$ cat src/ecc_defs.svh
// sizes for the 64-bit SECDED store; the layout helpers assume 7 Hamming bits plus overall parity
`ifndef ECC_DEFS_SVH
`define ECC_DEFS_SVH

// data word and codeword widths
`define ECC_DATA_W 64
`define ECC_CHECK_W 8   // c0..c6 plus overall parity
`define ECC_WORD_W 72

// storage array is 2**ECC_ADDR_W words
`define ECC_ADDR_W 4

// request FIFO depth, also the sender's starting credit count
`define ECC_QDEPTH 4

// response slots the receiver grants at reset
`define ECC_RESP_CREDITS 2

`endif

$ cat src/ecc_pkg.sv
// codeword positions are 1-based: checks at powers of two, data fills the rest, parity at 72
package ecc_pkg;
   `include "ecc_defs.svh"

   typedef enum logic {
      OP_WRITE = 1'b0,
      OP_READ  = 1'b1
   } ecc_op_e;

   typedef enum logic [1:0] {
      ECC_OK            = 2'd0,
      ECC_CORRECTED     = 2'd1,
      ECC_UNCORRECTABLE = 2'd2
   } ecc_status_e;

   typedef logic [`ECC_WORD_W-1:0] ecc_word_t;

   typedef struct packed {
      ecc_op_e                 op;
      logic [`ECC_ADDR_W-1:0]  addr;
      logic [`ECC_DATA_W-1:0]  wdata;
      ecc_word_t               flip;   // xor'd into the codeword on writes
   } ecc_req_t;

   typedef struct packed {
      logic [`ECC_ADDR_W-1:0]  addr;
      ecc_word_t               word;
   } ecc_rd_t;

   typedef struct packed {
      logic [`ECC_ADDR_W-1:0]  addr;
      logic [`ECC_DATA_W-1:0]  data;
      ecc_status_e             status;
   } ecc_resp_t;

   // scatter data bits into the non power-of-two positions, check slots left zero
   function automatic ecc_word_t ecc_place_data(input logic [`ECC_DATA_W-1:0] data);
      ecc_word_t w;
      int        j;
      w = '0;
      j = 0;
      for (int p = 1; p < `ECC_WORD_W; p++) begin
         if ((p & (p - 1)) != 0) begin
            w[p-1] = data[j];
            j++;
         end
      end
      return w;
   endfunction

   // gather the data bits back out of a codeword
   function automatic logic [`ECC_DATA_W-1:0] ecc_extract_data(input ecc_word_t w);
      logic [`ECC_DATA_W-1:0] data;
      int                     j;
      data = '0;
      j = 0;
      for (int p = 1; p < `ECC_WORD_W; p++) begin
         if ((p & (p - 1)) != 0) begin
            data[j] = w[p-1];
            j++;
         end
      end
      return data;
   endfunction

endpackage

$ cat src/ecc_decode.sv
// corrects one flipped bit and flags two; three or more flips can be miscorrected
`timescale 1ns/1ps
`include "ecc_defs.svh"

module ecc_decode
   import ecc_pkg::*;
(
   input  logic      clk,
   input  logic      rst_l,
   input  logic      rd_valid,
   input  ecc_rd_t   rd,
   output logic      resp_valid,
   output ecc_resp_t resp
);

   localparam int SYN_W = `ECC_CHECK_W - 1;

   logic [SYN_W-1:0] syn;
   logic             par;       // odd count of flips seen
   logic [SYN_W-1:0] err_pos;
   ecc_word_t        emask;
   ecc_status_e      status;
   logic [`ECC_DATA_W-1:0] data;

   // stored checks xor recomputed checks, taken in one pass over positions 1..71
   always_comb begin
      syn = '0;
      for (int k = 0; k < SYN_W; k++) begin
         for (int p = 1; p < `ECC_WORD_W; p++) begin
            if (((p >> k) & 1) == 1)
               syn[k] = syn[k] ^ rd.word[p-1];
         end
      end
   end

   assign par = ^rd.word;

   // zero syndrome with bad parity means the parity bit itself flipped
   assign err_pos = (syn == '0) ? SYN_W'(`ECC_WORD_W) : syn;

   always_comb begin
      emask = '0;
      for (int p = 1; p <= `ECC_WORD_W; p++) begin
         if (par && (err_pos == SYN_W'(p)))
            emask[p-1] = 1'b1;
      end
   end

   // even flip count with a nonzero syndrome is flagged, data left as stored
   assign status = ecc_status_e'(par ? ECC_CORRECTED :
                                 (syn != '0) ? ECC_UNCORRECTABLE : ECC_OK);

   assign data = ecc_extract_data(rd.word ^ emask);

   always_ff @(posedge clk) begin
      if (rd_valid) begin
         resp.addr   <= rd.addr;
         resp.data   <= data;
         resp.status <= status;
      end
   end

   always_ff @(posedge clk) begin
      if (!rst_l)
         resp_valid <= 1'b0;
      else
         resp_valid <= rd_valid;
   end

   // catches a read of an address that was never written
   a_status_known: assert property (@(posedge clk) disable iff (!rst_l)
      resp_valid |-> !$isunknown(resp.status))
      else $error("response status unknown, address likely never written");

endmodule

$ cat src/ecc_mem_top.sv
// request and response sides both use pulse credits; a read answers two cycles after it pops
`timescale 1ns/1ps
`include "ecc_defs.svh"

module ecc_mem_top
   import ecc_pkg::*;
(
   input  logic      clk,
   input  logic      rst_l,
   input  logic      req_valid,
   input  ecc_req_t  req,
   output logic      req_credit,
   output logic      resp_valid,
   output ecc_resp_t resp,
   input  logic      resp_credit
);

   logic                   wr_en;
   ecc_req_t               wr_req;
   logic                   rd_en;
   logic [`ECC_ADDR_W-1:0] rd_addr;
   logic                   rd_valid;
   ecc_rd_t                rd;

   // FIFO and credit control
   ecc_req_queue u_queue (
      .clk         (clk),
      .rst_l       (rst_l),
      .req_valid   (req_valid),
      .req         (req),
      .resp_credit (resp_credit),
      .req_credit  (req_credit),
      .wr_en       (wr_en),
      .wr_req      (wr_req),
      .rd_en       (rd_en),
      .rd_addr     (rd_addr)
   );

   // encode and array
   ecc_store u_store (
      .clk      (clk),
      .rst_l    (rst_l),
      .wr_en    (wr_en),
      .wr_req   (wr_req),
      .rd_en    (rd_en),
      .rd_addr  (rd_addr),
      .rd_valid (rd_valid),
      .rd       (rd)
   );

   ecc_decode u_decode (
      .clk        (clk),
      .rst_l      (rst_l),
      .rd_valid   (rd_valid),
      .rd         (rd),
      .resp_valid (resp_valid),
      .resp       (resp)
   );

endmodule

$ cat src/ecc_req_queue.sv
// sender must hold a credit per request; reads pop only with a response credit in hand
`timescale 1ns/1ps
`include "ecc_defs.svh"

module ecc_req_queue
   import ecc_pkg::*;
(
   input  logic                   clk,
   input  logic                   rst_l,
   input  logic                   req_valid,
   input  ecc_req_t               req,
   input  logic                   resp_credit,
   output logic                   req_credit,
   output logic                   wr_en,
   output ecc_req_t               wr_req,
   output logic                   rd_en,
   output logic [`ECC_ADDR_W-1:0] rd_addr
);

   localparam int PTR_W  = $clog2(`ECC_QDEPTH);
   localparam int CNT_W  = $clog2(`ECC_QDEPTH + 1);
   localparam int CRED_W = $clog2(`ECC_RESP_CREDITS + 1);

   ecc_req_t          fifo [0:`ECC_QDEPTH-1];
   logic [PTR_W-1:0]  wptr;
   logic [PTR_W-1:0]  rptr;
   logic [CNT_W-1:0]  count;
   logic [CRED_W-1:0] resp_cred;   // response slots still free downstream
   ecc_req_t          head;
   logic              head_rd;
   logic              pop;

   function automatic logic [PTR_W-1:0] next_ptr(input logic [PTR_W-1:0] ptr);
      return (ptr == PTR_W'(`ECC_QDEPTH - 1)) ? '0 : ptr + 1'b1;
   endfunction

   assign head    = fifo[rptr];
   assign head_rd = (head.op == OP_READ);

   // writes always go, a read needs a response slot
   assign pop = (count != '0) && (!head_rd || (resp_cred != '0));

   assign req_credit = pop;   // slot freed as the head leaves
   assign wr_en      = pop && !head_rd;
   assign rd_en      = pop && head_rd;
   assign wr_req     = head;
   assign rd_addr    = head.addr;

   always_ff @(posedge clk) begin
      if (req_valid) begin
         fifo[wptr] <= req;
      end
   end

   always_ff @(posedge clk) begin
      if (!rst_l) begin
         wptr  <= '0;
         rptr  <= '0;
         count <= '0;
      end else begin
         if (req_valid)
            wptr <= next_ptr(wptr);
         if (pop)
            rptr <= next_ptr(rptr);
         case ({req_valid, pop})
            2'b10:   count <= count + 1'b1;
            2'b01:   count <= count - 1'b1;
            default: count <= count;   // both or neither
         endcase
      end
   end

   always_ff @(posedge clk) begin
      if (!rst_l)
         resp_cred <= CRED_W'(`ECC_RESP_CREDITS);
      else if (rd_en && !resp_credit)
         resp_cred <= resp_cred - 1'b1;
      else if (!rd_en && resp_credit)
         resp_cred <= resp_cred + 1'b1;
   end

   // a full FIFO may only take a request on the edge its head leaves
   a_no_overflow: assert property (@(posedge clk) disable iff (!rst_l)
      req_valid |-> ((count < CNT_W'(`ECC_QDEPTH)) || pop))
      else $error("request arrived with the FIFO full");

   // receiver returned more slots than it was ever given
   a_cred_bound: assert property (@(posedge clk) disable iff (!rst_l)
      resp_cred <= CRED_W'(`ECC_RESP_CREDITS))
      else $error("response credit count above its initial value");

endmodule

$ cat src/ecc_store.sv
// array has no reset and reads back X until written; one access per cycle
`timescale 1ns/1ps
`include "ecc_defs.svh"

module ecc_store
   import ecc_pkg::*;
(
   input  logic                   clk,
   input  logic                   rst_l,
   input  logic                   wr_en,
   input  ecc_req_t               wr_req,
   input  logic                   rd_en,
   input  logic [`ECC_ADDR_W-1:0] rd_addr,
   output logic                   rd_valid,
   output ecc_rd_t                rd
);

   localparam int HAM_W = `ECC_CHECK_W - 1;   // check bits without overall parity

   ecc_word_t mem [0:(1<<`ECC_ADDR_W)-1];
   ecc_word_t placed;
   ecc_word_t enc;

   assign placed = ecc_place_data(wr_req.wdata);

   // ck covers every position with bit k set
   always_comb begin
      logic c;
      enc = placed;
      for (int k = 0; k < HAM_W; k++) begin
         c = 1'b0;
         for (int p = 1; p < `ECC_WORD_W; p++) begin
            if (((p >> k) & 1) == 1)
               c = c ^ placed[p-1];
         end
         enc[(1 << k) - 1] = c;
      end
      enc[`ECC_WORD_W-1] = ^enc[`ECC_WORD_W-2:0];   // overall parity over 1..71
   end

   always_ff @(posedge clk) begin
      if (wr_en) begin
         mem[wr_req.addr] <= enc ^ wr_req.flip;   // injected errors land in the array
      end
   end

   always_ff @(posedge clk) begin
      if (rd_en) begin
         rd.addr <= rd_addr;
         rd.word <= mem[rd_addr];
      end
   end

   always_ff @(posedge clk) begin
      if (!rst_l)
         rd_valid <= 1'b0;
      else
         rd_valid <= rd_en;
   end

   // the queue issues one head per cycle, so the ports never collide
   a_one_access: assert property (@(posedge clk) disable iff (!rst_l)
      !(wr_en && rd_en))
      else $error("write and read issued in the same cycle");

endmodule

$ cat config.mk
export PLATFORM = sky130hd
export DESIGN_NAME = ecc_mem_top
export DESIGN_NICKNAME = d
export VERILOG_FILES = /design/src/ecc_pkg.sv /design/src/ecc_decode.sv /design/src/ecc_mem_top.sv /design/src/ecc_req_queue.sv /design/src/ecc_store.sv
export VERILOG_INCLUDE_DIRS = /design/src /design/src/src
export SDC_FILE = /design/constraint.sdc
export NUM_CORES = 2
export LEC_CHECK = 0
export BUFFER_PORTS_ARGS = -buffer_cell sky130_fd_sc_hd__buf_2
export CAP_MARGIN = 40
export CORE_MARGIN = 2
export CORE_UTILIZATION = 50
export DETAILED_ROUTE_END_ITERATION = 6
export GPL_ROUTABILITY_DRIVEN = 0
export PLACE_DENSITY_LB_ADDON = 0.15
export SYNTH_ARGS = -nofsm -noshare
export SYNTH_HDL_FRONTEND = slang
export SYNTH_SLANG_ARGS = --single-unit
$ cat constraint.sdc
create_clock -name clk -period 7.2 [get_ports clk]
set_input_delay 1.44 -clock clk [delete_from_list [all_inputs] [get_ports clk]]
set_output_delay 1.44 -clock clk [all_outputs]
set_load 0.01 [all_outputs]
==> out/summary.txt <==
Hold Path Class: flip-flop to flip-flop
crit-path cells: buf_4, mux4_2, a21oi_1, buf_2
CP delay by family, top: buffers and inverters
wire per inst: 29.8 µm
pre-CTS setup slack: 2550 ps
number of antenna-violating nets in the routed design: 0
PnR worst setup slack: 2320 ps
first-pass GRT wire length: 241,000 µm
final hold violation count: 0
# Post-CTS Setup Buffers: 0
Synth area leaders: edfxtp_1 76%, mux4_2 15%, xnor2_1 2.8%
r2r setup slk: 2720 ps
die area: 0.149 mm²
DR iter-0 viols: 3,466
total grt overflow: 0
Primary FF master, synth: edfxtp_1
CP endpoint kind: output port
Clk pin slew, worst setup/hold paths: 60 ps
Ports: 217
largest net degree at the start of global routing: 142
root buf cell: clkbuf_16
CP Class: flip-flop to output port
Hold Buf Count CTS: 0
nets@finish: 3,635
vias: 32,700
Avg Cell Area, Syn: 23.8 µm²
Slowest-stage cell, CP: mux4_2
Crit Path Max Fanout: 22
RSZ-0062 raised after global routing: false
final cell count without fillers: 5,560
Yosys cell types: 46
number of port buffers: 216
Finished Core Util: 57.4%
insertion delay to the later sink of the worst-skew pair: 800 ps
via/cell ratio: 5.89
YS warnings: 0
max_slew headroom: 18.7%
minimum clock period: 4880 ps
Die X: 386 µm
CTS Buf Count: 185
Syn-to-layout area delta: 14.1%
vias in the first global route: 33,900
Die Ht: 386 µm
Data required, critical path: 5760 ps
number of synthesized flops with an enable pin: 1,862
hold path start: u_store.rd[72]
Worst setup SP type: flip-flop
row cnt: 140
Initial Utilization: 50.3%
core area: 0.145 mm²
final-report setup violation count: 0
Max Cap Viol: 0
Fmax: 205 MHz
CTS Sinks: 1,875
syn_nets: 3,224
CP arrival: 3440 ps
dpl hpwl: 102,000 µm
Worst Tran Pin Value: 1220 ps
period utilization: 67.8%
Synth top area share: 76.5%
initial antenna violation count: 22
top-count cell post-synth: edfxtp_1
CTS tree: done
CTS Buffer Depth: 3
number of H-tree levels: 4
CP Buf/Inv Count: 2
first drt pass iteration count: 5
worst hold slack: 443 ps
FFs w/ async S/R, synth: 0%
crit-path max cell delay: 680 ps
WL final: 166,000 µm
aggregate global-route resource usage: 22.4%
sequential share of the synthesized area: 76.8%
Synth top cells by count: 1,862 x edfxtp_1, 501 x mux4_2, 236 x xnor2_1
status: finished, final reports clean
Slew Limit Fails: 0
share of cells above drive strength 1: 31.7%
post_cts resized: 0
cell count after synthesis: 3,071
largest area contributor in the netlist: edfxtp_1
Layout Skew: 29.6 ps
Seq cells post-synth: 1,875
Syn Std Cell Area: 0.0731 mm²
DP Cell Count: 5,211
drc violations: 0
-- per-stage QoR --
stage	area, µm²	TNS, ps
detailed placement	77500	0
finish	83500	0
floorplan	73100	-99230
global route	83400	0
CTS	83400	0
global placement	77000	0
-- flip-flops by register name (all words and copies together) (netlist names), named ones only --
| register | flops |
|---|---|
| u_store.mem | 1152 |
| u_decode.resp_valid | 1 |
| u_store.rd | 76 |
| u_store.rd_valid | 1 |
| u_queue.resp_cred | 2 |
| u_queue.fifo | 564 |
| u_queue.count | 3 |
| u_queue.rptr | 2 |
| u_queue.wptr | 2 |
| u_decode.resp | 70 |
-- final cells by class --
cell class                      count  area (µm²)
Fill cell                       10500       61900
Sequential cell                  1875       56200
Multi-Input combinational cell   1059       16400
Clock buffer                      235        4990
Timing Repair Buffer              353        2470
Tap cell                         1917        2400
Clock inverter                    109         937
Inverter                            8        30.0
Antenna cell                        4        10.0
-- cell families after synthesis --
group	count (synthesis)	share of synthesized area, %
flip-flops	1875	76.8
multiplexers	504	15.5
XOR/XNOR	392	5.48
buffers and inverters	137	0.931
AND/OR/NAND/NOR	133	0.943
AO/OA/AOI/OAI	22	0.224
adder cells (fa/ha/maj)	8	0.147
-- routing by layer --
metal | share of wire (%) | vias to the layer above | track usage (%)
li1 | - | 13700 | -
met1 | 43 | 17600 | 32.7
met2 | 48 | 1167 | 35.5
met3 | 6.2 | 260 | 3.96
met4 | 2.1 | 26 | 5.83
met5 | 0.11 | - | 0
-- path summary, 6_finish.rpt --
kind	cells past startpoint	endpoint
min	0	u_decode.resp[66]
min reg2reg	0	u_decode.resp[66]
max	4	req_credit
max reg2reg	9	u_store.mem[4][71]
-- layout by cell type (no fill, tap or decap), types with 6 or more instances in the layout --
cell type | Yosys | routed
edfxtp_1 | 1862 | 1862
mux4_2 | 501 | 497
xnor2_1 | 236 | 236
buf_2 | 54 | 216
clkbuf_16 | 0 | 193
xor2_1 | 111 | 109
buf_4 | 1 | 107
clkinv_1 | 0 | 43
clkbuf_1 | 61 | 42
clkinv_2 | 0 | 39
nand2_1 | 33 | 33
xnor3_1 | 30 | 30
nand3_1 | 27 | 27
buf_12 | 4 | 18
bufinv_16 | 0 | 15
and3_1 | 12 | 12
nor2_4 | 0 | 12
nor2_1 | 22 | 10
dfxtp_1 | 13 | 10
xnor2_2 | 9 | 9
inv_1 | 8 | 8
a211oi_1 | 7 | 7
ha_1 | 7 | 7
nor2b_1 | 6 | 6
o2111ai_1 | 6 | 6
Power is left out: the tool's default activity adds up to more than one toggle a clock period on the data nets, which glitch-free logic cannot reach.
